$ cat src/tank_pkg.sv
// screen timing, grid geometry, tank shape, colours, direction and command enums
package tank_pkg;

  // 640x480 raster, counts in pixels
  localparam int H_ACTIVE     = 640;
  localparam int H_SYNC_START = 656; // hsync low from here
  localparam int H_SYNC_END   = 752; // back high here
  localparam int H_TOTAL      = 800;
  localparam int V_ACTIVE     = 480;
  localparam int V_SYNC_START = 490; // vsync low on lines 490..491
  localparam int V_SYNC_END   = 492;
  localparam int V_TOTAL      = 525;

  // grid, cell centres at origin + cell * size
  localparam int CELL_SIZE = 20;
  localparam int ORIGIN_X  = 160;
  localparam int ORIGIN_Y  = 40;
  localparam int GRID_COLS = 16;
  localparam int GRID_ROWS = 20;

  // play field edges, half a cell around the outer centres
  localparam int FIELD_X_LO = ORIGIN_X - 10;
  localparam int FIELD_X_HI = ORIGIN_X + GRID_COLS * CELL_SIZE - 11;
  localparam int FIELD_Y_LO = ORIGIN_Y - 10;
  localparam int FIELD_Y_HI = ORIGIN_Y + GRID_ROWS * CELL_SIZE - 11;

  // tank outline, offsets from the centre
  localparam int BODY_HALF   = 6; // 13x13 body square
  localparam int BARREL_HALF = 1; // barrel 3 px wide
  localparam int BARREL_LEN  = 3; // offsets 7..9 on the facing side

  // 12-bit rgb
  localparam logic [11:0] COLOR_MINE  = 12'h00F; // player, blue
  localparam logic [11:0] COLOR_ENEMY = 12'hF00; // enemy, red
  localparam logic [11:0] COLOR_FIELD = 12'h222; // dark grey
  localparam logic [11:0] COLOR_BLACK = 12'h000;

  // up is toward smaller y
  typedef enum logic [1:0] {DIR_UP, DIR_DOWN, DIR_LEFT, DIR_RIGHT} tank_dir_e;

  typedef enum logic [2:0] {
    CMD_NOP, CMD_UP, CMD_DOWN, CMD_LEFT, CMD_RIGHT, CMD_SPAWN, CMD_KILL
  } tank_cmd_e;

endpackage

$ cat src/vga_timing.sv
// raster counters, sync and active decode for 640x480
`timescale 1ns/1ps

module vga_timing
(
  input  logic       clk,
  input  logic       rst,
  output logic [9:0] px_x,      // current column
  output logic [9:0] px_y,      // current line
  output logic       active,    // px inside visible area
  output logic       hsync_raw, // active low, aligned with px
  output logic       vsync_raw
);

  logic [9:0] next_x;
  logic [9:0] next_y;

  // raster step, line wrap then frame wrap
  always_comb
  begin
    next_x = px_x + 10'd1;
    next_y = px_y;
    if (px_x == 10'(tank_pkg::H_TOTAL - 1))
    begin
      next_x = '0;
      if (px_y == 10'(tank_pkg::V_TOTAL - 1))
        next_y = '0;
      else
        next_y = px_y + 10'd1;
    end
  end

  // decode from the next position so flags line up with the counters
  always_ff @(posedge clk)
  begin
    if (rst)
    begin
      px_x      <= '0;
      px_y      <= '0;
      active    <= 1'b1; // pixel (0,0) is visible
      hsync_raw <= 1'b1;
      vsync_raw <= 1'b1;
    end
    else
    begin
      px_x      <= next_x;
      px_y      <= next_y;
      active    <= (next_x < tank_pkg::H_ACTIVE) && (next_y < tank_pkg::V_ACTIVE);
      hsync_raw <= !((next_x >= tank_pkg::H_SYNC_START) && (next_x < tank_pkg::H_SYNC_END));
      vsync_raw <= !((next_y >= tank_pkg::V_SYNC_START) && (next_y < tank_pkg::V_SYNC_END));
    end
  end

  // column never runs past the line length
  a_x_range: assert property (@(posedge clk) disable iff (rst)
    px_x < tank_pkg::H_TOTAL);

endmodule

$ cat src/tank_ctrl.sv
// one tank's cell, facing and alive state with turn-then-move commands
`timescale 1ns/1ps

module tank_ctrl
#(
  parameter logic [4:0] SPAWN_X = 5'd7,
  parameter logic [4:0] SPAWN_Y = 5'd18
)
(
  input  logic                 clk,
  input  logic                 rst,
  input  logic                 cmd_valid, // one-cycle strobe
  input  tank_pkg::tank_cmd_e  cmd,
  output logic [4:0]           cell_x,
  output logic [4:0]           cell_y,
  output tank_pkg::tank_dir_e  dir,
  output logic                 alive
);

  tank_pkg::tank_dir_e want_dir; // facing asked for by the command
  logic [4:0]          step_x;   // cell after one step, clamped
  logic [4:0]          step_y;

  always_comb
  begin
    want_dir = dir;
    step_x   = cell_x;
    step_y   = cell_y;
    case (cmd)
      tank_pkg::CMD_UP:
      begin
        want_dir = tank_pkg::DIR_UP;
        if (cell_y != 5'd0)
          step_y = cell_y - 5'd1; // up is smaller y
      end
      tank_pkg::CMD_DOWN:
      begin
        want_dir = tank_pkg::DIR_DOWN;
        if (cell_y != 5'(tank_pkg::GRID_ROWS - 1))
          step_y = cell_y + 5'd1;
      end
      tank_pkg::CMD_LEFT:
      begin
        want_dir = tank_pkg::DIR_LEFT;
        if (cell_x != 5'd0)
          step_x = cell_x - 5'd1;
      end
      tank_pkg::CMD_RIGHT:
      begin
        want_dir = tank_pkg::DIR_RIGHT;
        if (cell_x != 5'(tank_pkg::GRID_COLS - 1))
          step_x = cell_x + 5'd1;
      end
      default:
      begin
      end
    endcase
  end

  always_ff @(posedge clk)
  begin
    if (rst)
    begin
      cell_x <= SPAWN_X;
      cell_y <= SPAWN_Y;
      dir    <= tank_pkg::DIR_UP;
      alive  <= 1'b1;
    end
    else if (cmd_valid)
    begin
      case (cmd)
        tank_pkg::CMD_UP, tank_pkg::CMD_DOWN, tank_pkg::CMD_LEFT, tank_pkg::CMD_RIGHT:
        begin
          if (alive && (dir == want_dir))
          begin
            cell_x <= step_x; // already facing, so move
            cell_y <= step_y;
          end
          else
            dir <= want_dir; // turn only
        end
        tank_pkg::CMD_SPAWN:
        begin
          cell_x <= SPAWN_X;
          cell_y <= SPAWN_Y;
          dir    <= tank_pkg::DIR_UP;
          alive  <= 1'b1;
        end
        tank_pkg::CMD_KILL: alive <= 1'b0;
        default:
        begin
        end
      endcase
    end
  end

  // clamping keeps the tank on the grid
  a_cell_range: assert property (@(posedge clk) disable iff (rst)
    (cell_x < tank_pkg::GRID_COLS) && (cell_y < tank_pkg::GRID_ROWS));

endmodule

$ cat src/tank_render.sv
// per-pixel tank body and barrel test, registered colour and hit
`timescale 1ns/1ps

module tank_render
#(
  parameter logic [11:0] TANK_COLOR = tank_pkg::COLOR_MINE
)
(
  input  logic                 clk,
  input  logic                 rst,
  input  logic [9:0]           px_x,
  input  logic [9:0]           px_y,
  input  logic                 active,
  input  logic [4:0]           cell_x,
  input  logic [4:0]           cell_y,
  input  tank_pkg::tank_dir_e  dir,
  input  logic                 alive,
  output logic                 hit,   // one cycle after px
  output logic [11:0]          color
);

  logic [10:0]        cx;      // tank centre in pixels
  logic [10:0]        cy;
  logic signed [11:0] dx;      // pixel minus centre
  logic signed [11:0] dy;
  logic [11:0]        abs_x;
  logic [11:0]        abs_y;
  logic               body;
  logic               thin_x;  // within barrel half-width across x
  logic               thin_y;
  logic               tip_x;   // along-axis span of the barrel
  logic               tip_y;
  logic               barrel;
  logic               on_tank;

  assign cx = 11'(tank_pkg::ORIGIN_X) + 11'(cell_x) * 11'(tank_pkg::CELL_SIZE);
  assign cy = 11'(tank_pkg::ORIGIN_Y) + 11'(cell_y) * 11'(tank_pkg::CELL_SIZE);

  assign dx = $signed({2'b00, px_x}) - $signed({1'b0, cx});
  assign dy = $signed({2'b00, px_y}) - $signed({1'b0, cy});

  assign abs_x = dx[11] ? 12'(-dx) : 12'(dx);
  assign abs_y = dy[11] ? 12'(-dy) : 12'(dy);

  assign body   = (abs_x <= tank_pkg::BODY_HALF) && (abs_y <= tank_pkg::BODY_HALF);
  assign thin_x = abs_x <= tank_pkg::BARREL_HALF;
  assign thin_y = abs_y <= tank_pkg::BARREL_HALF;
  assign tip_x  = (abs_x > tank_pkg::BODY_HALF) &&
                  (abs_x <= tank_pkg::BODY_HALF + tank_pkg::BARREL_LEN);
  assign tip_y  = (abs_y > tank_pkg::BODY_HALF) &&
                  (abs_y <= tank_pkg::BODY_HALF + tank_pkg::BARREL_LEN);

  // barrel rotated by facing with the offset sign picking the side
  always_comb
  begin
    case (dir)
      tank_pkg::DIR_UP:    barrel = thin_x && tip_y && dy[11];
      tank_pkg::DIR_DOWN:  barrel = thin_x && tip_y && !dy[11];
      tank_pkg::DIR_LEFT:  barrel = thin_y && tip_x && dx[11];
      default:             barrel = thin_y && tip_x && !dx[11]; // right
    endcase
  end

  assign on_tank = alive && active && (body || barrel);

  always_ff @(posedge clk)
  begin
    if (rst)
      hit <= 1'b0;
    else
      hit <= on_tank;
  end

  always_ff @(posedge clk)
  begin
    color <= on_tank ? TANK_COLOR : tank_pkg::COLOR_BLACK;
  end

  // painted pixels come from a live tank and stay within barrel reach
  a_hit_alive: assert property (@(posedge clk) disable iff (rst)
    hit |-> $past(alive &&
                  (abs_x <= tank_pkg::BODY_HALF + tank_pkg::BARREL_LEN) &&
                  (abs_y <= tank_pkg::BODY_HALF + tank_pkg::BARREL_LEN)));

endmodule

$ cat src/pixel_mixer.sv
// tank priority, field background and sync alignment to the render stage
`timescale 1ns/1ps

module pixel_mixer
(
  input  logic        clk,
  input  logic        rst,
  input  logic [9:0]  px_x,
  input  logic [9:0]  px_y,
  input  logic        active,
  input  logic        hsync_raw,
  input  logic        vsync_raw,
  input  logic        mine_hit,    // already one cycle behind px
  input  logic [11:0] mine_color,
  input  logic        enemy_hit,
  input  logic [11:0] enemy_color,
  output logic [11:0] rgb,
  output logic        hsync,
  output logic        vsync
);

  logic in_field;
  logic field_d;   // matches renderer latency
  logic hsync_d;
  logic vsync_d;

  assign in_field = active &&
                    (px_x >= tank_pkg::FIELD_X_LO) && (px_x <= tank_pkg::FIELD_X_HI) &&
                    (px_y >= tank_pkg::FIELD_Y_LO) && (px_y <= tank_pkg::FIELD_Y_HI);

  always_ff @(posedge clk)
  begin
    if (rst)
    begin
      field_d <= 1'b0;
      hsync_d <= 1'b1;
      vsync_d <= 1'b1;
      rgb     <= tank_pkg::COLOR_BLACK;
      hsync   <= 1'b1; // syncs idle high
      vsync   <= 1'b1;
    end
    else
    begin
      field_d <= in_field;
      hsync_d <= hsync_raw;
      vsync_d <= vsync_raw;
      hsync   <= hsync_d; // two stages total
      vsync   <= vsync_d;
      if (mine_hit)
        rgb <= mine_color; // player wins overlap
      else if (enemy_hit)
        rgb <= enemy_color;
      else if (field_d)
        rgb <= tank_pkg::COLOR_FIELD;
      else
        rgb <= tank_pkg::COLOR_BLACK; // border and blanking
    end
  end

endmodule

$ cat src/tank_display.sv
// top level, command steering and the display pipeline instances
`timescale 1ns/1ps

module tank_display
(
  input  logic                clk,
  input  logic                rst,
  input  logic                cmd_valid,
  input  logic                cmd_tank,  // 1 selects the player
  input  tank_pkg::tank_cmd_e cmd,
  output logic [11:0]         rgb,
  output logic                hsync,
  output logic                vsync
);

  logic [9:0]          px_x;
  logic [9:0]          px_y;
  logic                active;
  logic                hsync_raw;
  logic                vsync_raw;
  logic                mine_valid;
  logic                enemy_valid;
  logic [4:0]          mine_x;
  logic [4:0]          mine_y;
  tank_pkg::tank_dir_e mine_dir;
  logic                mine_alive;
  logic [4:0]          enemy_x;
  logic [4:0]          enemy_y;
  tank_pkg::tank_dir_e enemy_dir;
  logic                enemy_alive;
  logic                mine_hit;
  logic [11:0]         mine_color;
  logic                enemy_hit;
  logic [11:0]         enemy_color;

  // strobe goes only to the selected tank
  assign mine_valid  = cmd_valid && cmd_tank;
  assign enemy_valid = cmd_valid && !cmd_tank;

  vga_timing u_timing (.clk, .rst, .px_x, .px_y, .active, .hsync_raw, .vsync_raw);

  tank_ctrl #(.SPAWN_X(5'd7), .SPAWN_Y(5'd18)) u_mine_ctrl ( // bottom centre
    .clk, .rst, .cmd_valid(mine_valid), .cmd,
    .cell_x(mine_x), .cell_y(mine_y), .dir(mine_dir), .alive(mine_alive));

  tank_ctrl #(.SPAWN_X(5'd7), .SPAWN_Y(5'd1)) u_enemy_ctrl ( // near the top
    .clk, .rst, .cmd_valid(enemy_valid), .cmd,
    .cell_x(enemy_x), .cell_y(enemy_y), .dir(enemy_dir), .alive(enemy_alive));

  tank_render #(.TANK_COLOR(tank_pkg::COLOR_MINE)) u_mine_render (
    .clk, .rst, .px_x, .px_y, .active,
    .cell_x(mine_x), .cell_y(mine_y), .dir(mine_dir), .alive(mine_alive),
    .hit(mine_hit), .color(mine_color));

  tank_render #(.TANK_COLOR(tank_pkg::COLOR_ENEMY)) u_enemy_render (
    .clk, .rst, .px_x, .px_y, .active,
    .cell_x(enemy_x), .cell_y(enemy_y), .dir(enemy_dir), .alive(enemy_alive),
    .hit(enemy_hit), .color(enemy_color));

  pixel_mixer u_mixer (
    .clk, .rst, .px_x, .px_y, .active, .hsync_raw, .vsync_raw,
    .mine_hit, .mine_color, .enemy_hit, .enemy_color,
    .rgb, .hsync, .vsync);

endmodule

$ cat config.mk
export PLATFORM = sky130hd
export DESIGN_NAME = tank_display
export DESIGN_NICKNAME = d
export VERILOG_FILES = /design/src/tank_pkg.sv /design/src/vga_timing.sv /design/src/tank_ctrl.sv /design/src/tank_render.sv /design/src/pixel_mixer.sv /design/src/tank_display.sv
export SDC_FILE = /design/constraint.sdc
export NUM_CORES = 1
export LEC_CHECK = 0
export ABC_AREA = 1
export BUFFER_PORTS_ARGS = -buffer_cell sky130_fd_sc_hd__buf_2
export CORE_AREA = 10 10 178 180
export DETAILED_ROUTE_END_ITERATION = 7
export DIE_AREA = 0 0 188 190
export PLACE_DENSITY = 0.6
export SYNTH_ARGS = -nofsm -noshare
export SYNTH_HDL_FRONTEND = slang
export SYNTH_HIERARCHICAL = 1
export SYNTH_SLANG_ARGS = --single-unit
$ cat constraint.sdc
create_clock -name clk -period 9.7 [get_ports clk]
set_clock_uncertainty 0.05 [all_clocks]
set_input_delay 0 -clock clk [delete_from_list [all_inputs] [get_ports clk]]
set_output_delay 0 -clock clk [all_outputs]
set_load 0.02 [all_outputs]
## Word level (Yosys, flattened, before mapping)

Cells that the tools add are included.

| cells by class | value |
|---|---|
| add/subtract/negate cells | 22 |
| multiply operators | 4 |
| order comparisons | 26 |
| eq/ne operators | 32 |
| multiplexer cells | 41 |
| reductions and logical operators | 59 |

Operators with widths:

| kind | count |
|---|---|
| 2-to-1 mux 12 bit | 7 |
| case mux 5 bit (2 select lines) | 8 |
| 2-to-1 mux 5 bit | 12 |
| > comparator 12 x 3 -> 1 bit (second input constant) | 4 |
| less-or-equal comparator 12 x 1 -> 1 bit (second input constant) | 4 |
| less-or-equal comparator 12 x 3 -> 1 bit (second input constant) | 4 |
| less-or-equal comparator 12 x 4 -> 1 bit (second input constant) | 4 |
| negator 12 bit | 4 |
| subtractor 10 x 11 -> 12 bit | 4 |
| 2-to-1 mux 10 bit | 4 |
| logical AND 1 bit | 33 |
| multiplier 5 x 3 -> 8 bit (second input constant) | 4 |
| AND reduction 6 bit | 4 |
| adder 6 x 10 -> 11 bit (first input constant) | 2 |
| adder 8 x 10 -> 11 bit (first input constant) | 2 |
| adder 10 x 1 -> 10 bit (second input constant) | 2 |
| adder 5 x 1 -> 5 bit (second input constant) | 4 |
| == test 10 bit (second input constant) | 2 |
| less-or-equal comparator 10 x 9 -> 1 bit (second input constant) | 2 |
| less-than comparator 10 bit (second input constant) | 2 |
| less-than comparator 10 x 9 -> 1 bit (second input constant) | 2 |
| nonzero test 5 bit | 4 |
| subtractor 5 x 1 -> 5 bit (second input constant) | 4 |
| case mux 2 bit (4 select lines) | 2 |
| 29 further kinds | 60 |

| storage, ports and cells | value |
|---|---|
| register bits after elaboration | 92 |
| input bits | 7 |
| output and inout bits | 14 |

## Longest topological paths before layout

Gate-level depths: netlist of the first run.

| logic depth | value |
|---|---|
| depth in word-level cells | 13 |
| mapped depth | 23 |
| depth with buffers taken out | 23 |

## Hierarchy

Netlist of the first run, hierarchy kept.

Modules (own cells, without submodules):

| module | instances | cells each | area an instance (µm²) |
|---|---|---|---|
| tank_render at u_enemy_render | 1 | 465 | 2660.1 |
| tank_render at u_mine_render | 1 | 457 | 2606.2 |
| vga_timing | 1 | 206 | 1336.3 |
| tank_ctrl at u_enemy_ctrl | 1 | 172 | 1178.6 |
| tank_ctrl at u_mine_ctrl | 1 | 187 | 1154.9 |
| pixel_mixer | 1 | 102 | 711.9 |
| tank_display | 1 | 4 | 17.5 |

## Worst setup path before layout of the first run

No wires, ideal clock.

| timing path | value |
|---|---|
| path kind | reg2reg |
| start point | register u_enemy_ctrl.cell_y[1] |
| end point | register u_enemy_render.hit |
| setup time | 0.062 ns |
| arrival time | 3.291 ns |
| path slack | 6.298 ns |
| stages on the path, launching flop included | 21 |
| path through | dfxtp_1 -> ha_1 -> ha_1 -> fa_1 -> nand2_1 -> a21boi_0 -> ha_1 -> inv_1 -> ha_1 -> inv_2 -> nor2_1 -> a21oi_4 -> nand2_2 -> nor2_4 -> nand2_1 -> o21ai_2 -> o21ai_1 -> or2_1 -> nand3_2 -> nand2_2 -> nor2_2 |

| on the way | value |
|---|---|
| longest elaborated chain between the ends | 12 |
| elaborated cells on any way between the ends | 21 |
| those cells by class | add/sub: 3; mul: 1; order compare: 4; mux: 2; reduce/logical: 11 |

Ends and longest elaborated chain:

| what | RTL line | RTL |
|---|---|---|
| start: declaration | tank_ctrl.sv:15 | `output logic [4:0] cell_y,` |
| start signal: assignment | tank_ctrl.sv:77 | `cell_y <= step_y;` |
| multiplier 5 x 3 -> 8 bit * | tank_render.sv:37 | `assign cy = 11'(tank_pkg::ORIGIN_Y) + 11'(cell_y) * 11'(tank_pkg::CELL_SIZE);` |
| adder 6 x 10 -> 11 bit * | tank_render.sv:37 |  |
| subtractor 10 x 11 -> 12 bit * | tank_render.sv:40 | `assign dy = $signed({2'b00, px_y}) - $signed({1'b0, cy});` |
| negator 12 bit | tank_render.sv:43 | `assign abs_y = dy[11] ? 12'(-dy) : 12'(dy);` |
| 2-to-1 mux 12 bit | tank_render.sv:43 |  |
| > comparator 12 x 3 -> 1 bit / less-or-equal comparator 12 x 4 -> 1 bit (equally long branches) | tank_render.sv:50, tank_render.sv:51 |  |
| logical AND 1 bit | tank_render.sv:50 | `assign tip_y = (abs_y > tank_pkg::BODY_HALF) &&` |
| logical AND 1 bit | tank_render.sv:57, tank_render.sv:58 |  |
| logical AND 1 bit (on tied branches) | tank_render.sv:58, tank_render.sv:57 |  |
| case mux 1 bit (3 select lines) | tank_render.sv:56 | `case (dir)` |
| logical OR 1 bit * | tank_render.sv:64 | `assign on_tank = alive && active && (body \|\| barrel);` |
| logical AND 1 bit * | tank_render.sv:64 |  |
| end signal: assignment | tank_render.sv:71 | `hit <= on_tank;` |
| end: declaration | tank_render.sv:18 | `output logic hit,` |

Mark *: on every way between the ends. The rest lies on a longest branch, timed or not.
A chain may end at the register's enable or synchronous reset.

## Worst setup path in the final report of the first run

Same ends and word-level chain as after synthesis.

==> results_dict.tcl, run 1 <==
set metrics [dict create \
    cp.required_ps 9930 \
    n_antenna_cell 0 \
    dr.pass1.iters 5 \
    rrSetupSlack_ps 5940 \
    cts-resized-gates 0 \
    num_rows 62 \
    grt_usage_pct 13.2 \
    p_sw_share_pct 41.6 \
    multi_input_area_um2 6950 \
    critPathMaxStageDelay_ps 530 \
    vias 9238 \
    clk_pin_slew_ps 60 \
    grt_pass1_vias 8568 \
    worst_pin_slew_ps 813 \
    root_buffer "clkbuf_16" \
    post_synth_fa_ha_maj_area_fraction_pct 16.8 \
    slowest_stage "dfxtp_1" \
    core_area_um2 28200 \
    worstSkewPairLatency_ps 340 \
    cts_buffers 9 \
    drv_cap 0 \
    synth_xor_area_share_pct 2.52 \
    initial_utilization_pct 34.2 \
    clkPwrFrac_pct 28.4 \
    netlist_area_um2 9670 \
    cts.sinks 70 \
    fmax_ghz 0.266 \
    ys_warn_count 6 \
    drt_iter0_drc 432 \
    p_comb_share_pct 46.2 \
    synth_top_family_by_area "simple AND/OR/NAND/NOR gates" \
    cp-end-kind "flip-flop" \
    wl_per_cell_um 11.8 \
    hpwl_mm 19.1 \
    synth_edf_count 0 \
    slew_headroom_pct 45.8 \
    path_cells "ha_1, ha_1, fa_1, nand2_1, a21boi_0, ha_1, inv_1, ha_1, inv_2, nor2_1, a21oi_4, nand2_2, nor2_4, nand2_1, o21ai_2, o21ai_1, or2_1, nand3_2, nand2_2, nor2_2" \
    ir_drop_uv 82.5 \
    vias_per_cell 4.64 \
    drt-total-wl_mm 23.5 \
    cts_tree "built" \
    dieWidth_um 188 \
    cp_max_fo 9 \
    dieArea_um2 35700 \
    ios 21 \
    leakage_nw 5.73 \
    syn_to_final_growth_pct 7.09 \
    synth_compound_area_share_pct 7.28 \
    grt_overflow 0 \
    final.period_utilization_pct 38.8 \
    grt_max_degree 38 \
    synthTopCellsByCount "nand2_1 (466), inv_1 (262), nor2_1 (156)" \
    tns_ps 0 \
    regArea_um2 1400 \
    antenna_found_initial 0 \
    finalSetupViolations 0 \
    hp-class "input port to flip-flop" \
    final_hold_viol_count 0 \
    synth.top_cell.area_share_pct 18.1 \
    maxSlewViolCount 0 \
    p_total_mw 1.22 \
    final_layout_size_suffix_gt1_share_pct 11.1 \
    clk_path_buf_depth 2 \
    drc 0 \
    synth.area.top_cells "nand2_1 (18%), ha_1 (15%), dfxtp_1 (14%)" \
    rsz0062_at_grt "false" \
    postSynthCellCount 1593 \
    ant_nets 0 \
    powerDensity_nw_per_um2 118 \
    cts_setup_buffers 0 \
    synth.most_common_cell "nand2_1" \
    intPower_mw 0.711 \
    h-tree-depth 3 \
    synth.distinct_cells 52 \
    synth_top_area_cell "nand2_1" \
    status "finished clean" \
    critPathLaunchType "flip-flop" \
    cp_data_arrival_time_ps 3990 \
    synthFlopType "dfxtp_1" \
    num-nets-final 1735 \
    die_height_um 190 \
    switching_power_mw 0.506 \
    synth-simple-area-share_pct 44.7 \
    synthMuxAreaShare_pct 0 \
    n_fill_cell 3166 \
    ys_seq_elements 70 \
    hold_buffers 0 \
    place.gp.congestion 0.855 \
    seq_area_frac_synth_pct 14.5 \
    finalCriticalPeriod_ps 3760 \
    criticalPathCategory "flip-flop to flip-flop" \
    async_flop_share_pct 0 \
    cpMostUsedCell "ha_1" \
    seq_power_share_pct 25.3 \
    grt_pass1_wl_mm 40.3 \
    numPortBuffers 20 \
    post_synth.cell_area_avg_um2 6.07 \
]
cell type report:
class	count	area share (%)
timing repair buffer	21	1.04
multi-input combinational	1209	67.1
tap	384	4.64
sequential	70	13.5
inverter	292	10.7
clock inverter	4	0.532
clock buffer	11	2.44
power groups by stage:
stage	Combinational [mW]	Sequential, mW	Clock, mW
2_1_floorplan	0.468	0.309	0
3_3_place_gp	0.556	0.315	0
3_5_place_dp	0.563	0.315	0
4_1_cts	0.566	0.309	0.355
5_1_grt	0.658	0.310	0.364
6_report	0.563	0.309	0.346
sequential cells by signal, summed over array words and instances (netlist names), 2 cells and up:
| signal | flops |
|---|---|
| u_mine_ctrl/dir | 2 |
| u_mixer/rgb | 12 |
| u_timing/px_y | 10 |
| u_mine_ctrl/cell_x | 5 |
| u_enemy_ctrl/cell_x | 5 |
| u_mine_ctrl/cell_y | 5 |
| u_timing/px_x | 10 |
| u_enemy_ctrl/cell_y | 5 |
| u_enemy_ctrl/dir | 2 |
through the flow:
step                      hold WS, ps  util, %  cells  instance area, µm²  setup WS [ps]
final                            16.0     36.7   1991               10400           5940
after global routing             52.7     36.7   1991               10400           5600
after CTS                    0.000971     36.7   1991               10400           5910
after detailed placement          343     35.6   1976               10000           5910
after global placement            347     35.6   1976               10000           5960
after floorplan                  16.9        -   1607                9720           6300
worst max-delay path, delay by kind of cell, from the launching register on:
kind                       cells  cell delay, ps
DFF                            1             530
buffers and inverters          2             110
adders and majority gates      5            1550
AOI/OAI and AO/OA              4             510
and+or+nand+nor                9             980
per-layer routing:
layer / vias up / track usage (%) / part of all wire [%]
li1: 4986 / - / -
met1: 4149 / 16.8 / 48
met2: 90 / 23.4 / 48
met3: 13 / 2.05 / 2.7
met4: 0 / 2.25 / 1.1
met5: - / 0 / 0
placed cells by master, fill, tap and decap left out, types with 7 or more instances in the layout:
master / n
o21ai_0: 14
or2_2: 11
dfxtp_1: 70
a21oi_1: 53
inv_1: 262
nor2_1: 156
clkbuf_16: 9
buf_2: 20
nor2_2: 12
nand2_2: 30
nand2_1: 466
nor3_1: 8
nand3b_1: 12
inv_2: 25
nand3_1: 150
nand4_1: 30
xnor2_1: 10
nor2_4: 10
fa_1: 8
nand2_4: 14
a21boi_0: 7
o21ai_1: 9
ha_1: 117
nand3_2: 14
xor2_1: 16
conb_1: 16
worst paths after layout:
kind,startpoint,end,depth (start not counted)
hold / removal,cmd_tank,u_enemy_ctrl/alive,4
hold reg to reg,u_timing/hsync_raw,u_mixer/hsync_d,1
setup reg to reg,u_enemy_ctrl/cell_y[1],u_enemy_render/hit,20
setup / recovery,u_enemy_ctrl/cell_y[1],u_enemy_render/hit,20
cells by family after synthesis:
group	Yosys count
flip-flops	70
AND/OR/NAND/NOR	928
XOR/XNOR	27
buffers and inverters	328
other	2
adder cells (fa/ha/maj)	125
AO/OA/AOI/OAI	113
Note: power is estimated with default switching activity, not from simulation.
==> inputs of run 2 (changes only) <==
--- a/config.mk
+++ b/config.mk
@@ -10,7 +10,7 @@
 export CORE_AREA = 10 10 178 180
 export DETAILED_ROUTE_END_ITERATION = 7
 export DIE_AREA = 0 0 188 190
-export PLACE_DENSITY = 0.6
+export PLACE_DENSITY = 0.62
 export SYNTH_ARGS = -nofsm -noshare
 export SYNTH_HDL_FRONTEND = slang
 export SYNTH_HIERARCHICAL = 1
==> constraint.sdc (replaced) <==
create_clock -name clk -period 3.2 [get_ports clk]
set_clock_uncertainty 0.05 [all_clocks]
set_input_delay 0 -clock clk [delete_from_list [all_inputs] [get_ports clk]]
set_output_delay 0 -clock clk [all_outputs]
set_load 0.02 [all_outputs]
==> run 2 against run 1 <==
Net effect: the flow now finishes with violations (setup timing); fmax is 14% higher; wire length increased by 7.4%; final cell count is 5.2% higher; non-clock buffer count grew 102; highest routed layer unchanged; register-to-register slack worse by 6000 ps; clock power rose to 3.0 times the previous value; largest cell class unchanged; worst setup slack worse by 6000 ps.
==> results_dict.tcl, run 2 (synthesis gave the netlist of run 1 again) <==
set metrics [dict create \
    intPower_mw 2.51 \
    h-tree-depth 3 \
    grt_pass1_wl_mm 42.8 \
    drt_iter0_drc 700 \
    worst_pin_slew_ps 527 \
    fin_ws_ps -105 \
    hold_path_end "u_enemy_render/hit" \
    dieArea_um2 35700 \
    numPortBuffers 20 \
    wl_per_cell_um 12.1 \
    clkPwrFrac_pct 24.6 \
    slowest_stage "fa_2" \
    vias_per_cell 4.65 \
    grt_max_degree 21 \
    drv_cap 0 \
    fmax_ghz 0.303 \
    die_height_um 190 \
    rrSetupSlack_ps -110 \
    n_antenna_cell 0 \
    place.gp.congestion 0.850 \
    critPathLaunchType "flip-flop" \
    rr_worst_depth 22 \
    grt_pass1_vias 9215 \
    core_area_um2 28200 \
    finalCriticalPeriod_ps 3310 \
    final.period_utilization_pct 103 \
    cts_buffers 9 \
    place_ws_ps -242 \
    r2r_start "u_enemy_ctrl/cell_x[1]" \
    cp.required_ps 3430 \
    slew_headroom_pct 64.8 \
    ant_nets 0 \
    cp_max_fo 8 \
    p_sw_share_pct 41.1 \
    status "finished with violations" \
    grt_usage_pct 13.9 \
    initial_utilization_pct 34.2 \
    drt-total-wl_mm 25.2 \
    path_cells "ha_4, ha_2, fa_2, ha_1, inv_2, ha_4, nand2_4, inv_2, nand2_2, nand2_1, nand2_2, nand3_4, inv_6, nand2_1, nand2_2, inv_2, nand2_1, nand2_1, or2_1, nand3_2, nand2_2, nor2_2" \
    clk_path_buf_depth 2 \
    cp-end-kind "flip-flop" \
    dieWidth_um 188 \
    r2r-end "u_enemy_render/hit" \
    ir_drop_uv 196 \
    hpwl_mm 20.2 \
    switching_power_mw 1.75 \
    cts_tree "built" \
    final_cell_mix "nand2_1 (442), inv_1 (249), nor2_1 (147)" \
    criticalPathCategory "flip-flop to flip-flop" \
    critPathMaxStageDelay_ps 450 \
    worstSkewPairLatency_ps 340 \
    dr.pass1.iters 6 \
    leakage_nw 6.30 \
    hp-class "input port to flip-flop" \
    min-delay-start "rst" \
    rsz0062_at_grt "true" \
    maxSlewViolCount 0 \
    top_regs "u_mixer/rgb: 12 flops, u_timing/px_x: 10 flops, u_timing/px_y: 10 flops" \
    syn_to_final_growth_pct 22.7 \
    worstHoldPathCells 2 \
    num-nets-final 1838 \
    drc 0 \
    hold-worst-slack_ps 44.8 \
    p_comb_share_pct 53.9 \
    seq_power_share_pct 21.5 \
    clk_pin_slew_ps 60 \
    final_hold_viol_count 0 \
    cp_data_arrival_time_ps 3530 \
    vias 9752 \
    powerDensity_nw_per_um2 360 \
    violations "setup timing" \
    final_common_cell "nand2_1" \
    ios 21 \
    finalSetupViolations 4 \
    num_rows 62 \
    cts.sinks 70 \
    top_register "u_mixer/rgb" \
    antenna_found_initial 0 \
    largest_reg_flops 12 \
    grt_overflow 0 \
    root_buffer "clkbuf_16" \
    final_layout_size_suffix_gt1_share_pct 23.0 \
]
==> run 2: layer usage <==
metal	vias up	wire, µm	GRT usage [%]	share of wire [%]
li1	5194	-	-	-
met1	4403	11700	17.2	46
met2	134	12600	25.4	50
met3	21	676	1.70	2.7
met4	0	278	2.58	1.1
met5	-	0	0	0
==> run 2: repair_timing <==
action,4_1_cts,5_1_grt
gates resized for setup,62,54
setup buffers,4,4
endpoints found under the hold margin,1,0
endpoints found under the setup margin,4,4
pin swaps,46,49
gates cloned,1,0
hold buffers,1,0
==> run 2: critical path, delay by kind of cell, from the launching register on <==
| family | cells | cell delay [ps] |
|---|---|---|
| buffers and inverters | 4 | 240 |
| adder cells (fa/ha/maj) | 5 | 1430 |
| flip-flops | 1 | 340 |
| AND/OR/NAND/NOR | 13 | 1200 |
==> run 2: stage by stage <==
step | power [mW] | setup TNS (ps) | instances | area [µm²] | utilization (%)
floorplan | 2.47 | 0 | 1607 | 9980 | -
global placement | 3.00 | -656 | 2069 | 11000 | 39.0
detailed placement | 3.02 | -835 | 2069 | 11000 | 39.0
CTS | 4.19 | -433 | 2091 | 11600 | 41.2
global route | 4.62 | -1120 | 2095 | 11900 | 42.0
finish | 4.27 | -340 | 2095 | 11900 | 42.0
==> run 2: cell type report <==
class                      count  area [µm²]
sequential                    70        1430
multi-input combinational   1210        7630
clock inverter                 5        65.1
inverter                     292        1110
tap                          384         480
clock buffer                  11         243
fill                        2991       16400
timing repair buffer         123         895
==> run 2: how the worst max path moves through the flow <==
stage                                      start            endpoint  cells past startpoint
after floorplan           u_enemy_ctrl/cell_x[1]  u_enemy_render/hit                     22
after global routing      u_enemy_ctrl/cell_x[3]  u_enemy_render/hit                     22
after CTS                 u_enemy_ctrl/cell_y[1]  u_enemy_render/hit                     23
after global placement     u_mine_ctrl/cell_x[1]   u_mine_render/hit                     21
after detailed placement   u_mine_ctrl/cell_y[1]   u_mine_render/hit                     22
final                     u_enemy_ctrl/cell_x[1]  u_enemy_render/hit                     22
==> run 2: power by group through the flow <==
stage	sequential (mW)	combinational (mW)	clock, mW
2_1_floorplan	0.938	1.53	0
3_3_place_gp	0.933	2.07	0
3_5_place_dp	0.933	2.09	0
4_1_cts	0.918	2.19	1.08
5_1_grt	0.920	2.59	1.11
6_report	0.917	2.30	1.05
==> inputs of run 3 (changes only) <==
--- a/config.mk
+++ b/config.mk
@@ -10,7 +10,6 @@
 export CORE_AREA = 10 10 178 180
 export DETAILED_ROUTE_END_ITERATION = 7
 export DIE_AREA = 0 0 188 190
-export PLACE_DENSITY = 0.62
 export SYNTH_ARGS = -nofsm -noshare
 export SYNTH_HDL_FRONTEND = slang
 export SYNTH_HIERARCHICAL = 1
==> run 3 against run 2 <==
Net effect: the flow still finishes with violations (setup timing); clock-buffer cell count is 2 lower; cell area is 1.5% higher; critical path type unchanged; via count is 0.53% higher; core utilization is 0.62 points higher; register-to-register slack worse by 50 ps; highest routed layer unchanged; global-route usage is 0.23 points higher; first-iteration DRC count is 38% lower.
==> results_dict.tcl, run 3 (synthesis gave the netlist of run 1 again) <==
set metrics [dict create \
    numPortBuffers 20 \
    rsz0062_at_grt "true" \
    hp-class "input port to flip-flop" \
    leakage_nw 6.35 \
    hpwl_mm 20.7 \
    grt_max_degree 31 \
    dp.cells 2071 \
    top_regs "u_mixer/rgb: 12 flops, u_timing/px_x: 10 flops, u_timing/px_y: 10 flops" \
    ios 21 \
    final_common_cell "nand2_1" \
    critPathLaunchType "flip-flop" \
    fmax_ghz 0.298 \
    slew_headroom_pct 62.3 \
    fin_area_um2 12000 \
    place_ws_ps -313 \
    cts_tree "built" \
    tns_ps -434 \
    final_cell_mix "nand2_1 (443), inv_1 (248), nor2_1 (147)" \
    vias 9804 \
    p_total_mw 4.30 \
    drt-total-wl_mm 25.7 \
    die_height_um 190 \
    cp_data_arrival_time_ps 3540 \
    finalSetupViolations 4 \
    finalCriticalPeriod_ps 3360 \
    core_area_um2 28200 \
    drt_iter0_drc 437 \
    n_antenna_cell 0 \
    num_rows 62 \
    violations "setup timing" \
    fin_ws_ps -160 \
    wl_per_cell_um 12.2 \
    ant_nets 0 \
    grt_pass1_vias 9400 \
    grt_overflow 0 \
    maxSlewViolCount 0 \
    antenna_found_initial 0 \
    vias_per_cell 4.66 \
    cp.required_ps 3380 \
    h-tree-depth 3 \
    dieArea_um2 35700 \
    place.gp.congestion 0.881 \
    grt_usage_pct 14.2 \
    cts.sinks 70 \
    final_layout_size_suffix_gt1_share_pct 23.9 \
    status "finished with violations" \
    top_register "u_mixer/rgb" \
    final.period_utilization_pct 105 \
    clk_pin_slew_ps 70 \
    drc 0 \
    ir_drop_uv 253 \
    drv_cap 0 \
    largest_reg_flops 12 \
    clk_path_buf_depth 2 \
    cp_max_fo 5 \
    powerDensity_nw_per_um2 357 \
    hold-worst-slack_ps 61.7 \
    root_buffer "clkbuf_16" \
    placed_area_um2 11000 \
    worst_pin_slew_ps 564 \
    cts_buffers 9 \
    final_cell_count_no_fill 2106 \
    grt_pass1_wl_mm 43.0 \
    criticalPathCategory "flip-flop to flip-flop" \
    final_hold_viol_count 0 \
    worstSkewPairLatency_ps 350 \
    dieWidth_um 188 \
    cp-end-kind "flip-flop" \
    finish.utilization_pct 42.6 \
    initial_utilization_pct 34.2 \
    num-nets-final 1849 \
    syn_to_final_growth_pct 24.5 \
    dr.pass1.iters 5 \
]
run 3: cell count changes in the layout (fill, tap and decap cells not counted), sizes merged:
cell,delta
inv,+1
nor2,+1
clkinvlp,+1
nand2,-1
clkbuf,-2
buf,+10
dlygate4sd3,+1
run 3: worst max-delay path, cell delays in order (launching register included):
cell	delay, ps
dfxtp_2	340
ha_4	240
ha_4	160
fa_2	360
xor2_2	170
ha_4	260
inv_2	40
ha_4	280
inv_4	40
nor3_4	260
nand2_1	100
nor2_2	140
nor2_4	70
buf_6	120
nand2_4	40
nand2_2	50
o21ai_2	150
or2_1	130
nand3_2	100
nand2_2	110
nor2_2	30
run 3: worst paths after layout:
check | cells past startpoint | from | to | slack [ps]
max | 20 | u_mine_ctrl/cell_y[1] | u_mine_render/hit | -160
min | 5 | cmd_valid | u_enemy_ctrl/alive | 60
max reg2reg | 20 | u_mine_ctrl/cell_y[1] | u_mine_render/hit | -160
min reg2reg | 1 | u_timing/vsync_raw | u_mixer/vsync_d | 360
run 3: cell type report:
cell class                 count  area (µm²)
sequential                    70        1430
timing repair buffer         134         987
multi-input combinational   1210        7710
inverter                     292        1120
clock buffer                   9         225
fill                        2940       16200
tap                          384         480
clock inverter                 7        80.1
run 3: power breakdown:
part	leakage (nW)	total (mW)	switching, mW	internal, mW
sequential	0.570	0.919	0.0266	0.892
clock	0.149	1.06	0.443	0.616
combinational	5.63	2.32	1.31	1.01
run 3: layer usage:
layer	track usage (%)	wire length, µm
met5	0	0
met3	1.76	688
met2	25.8	12800
met4	4.09	520
met1	17.0	11700
run 3: repair_timing:
item | 4_1_cts | 5_1_grt
cloned | 1 | 0
endpoints found under the setup margin | 4 | 4
buffers inserted | 12 | 4
pin swaps | 71 | 62
hold endpoints to repair | 5 | 0
hold buffers | 2 | 0
resized for setup | 70 | 59
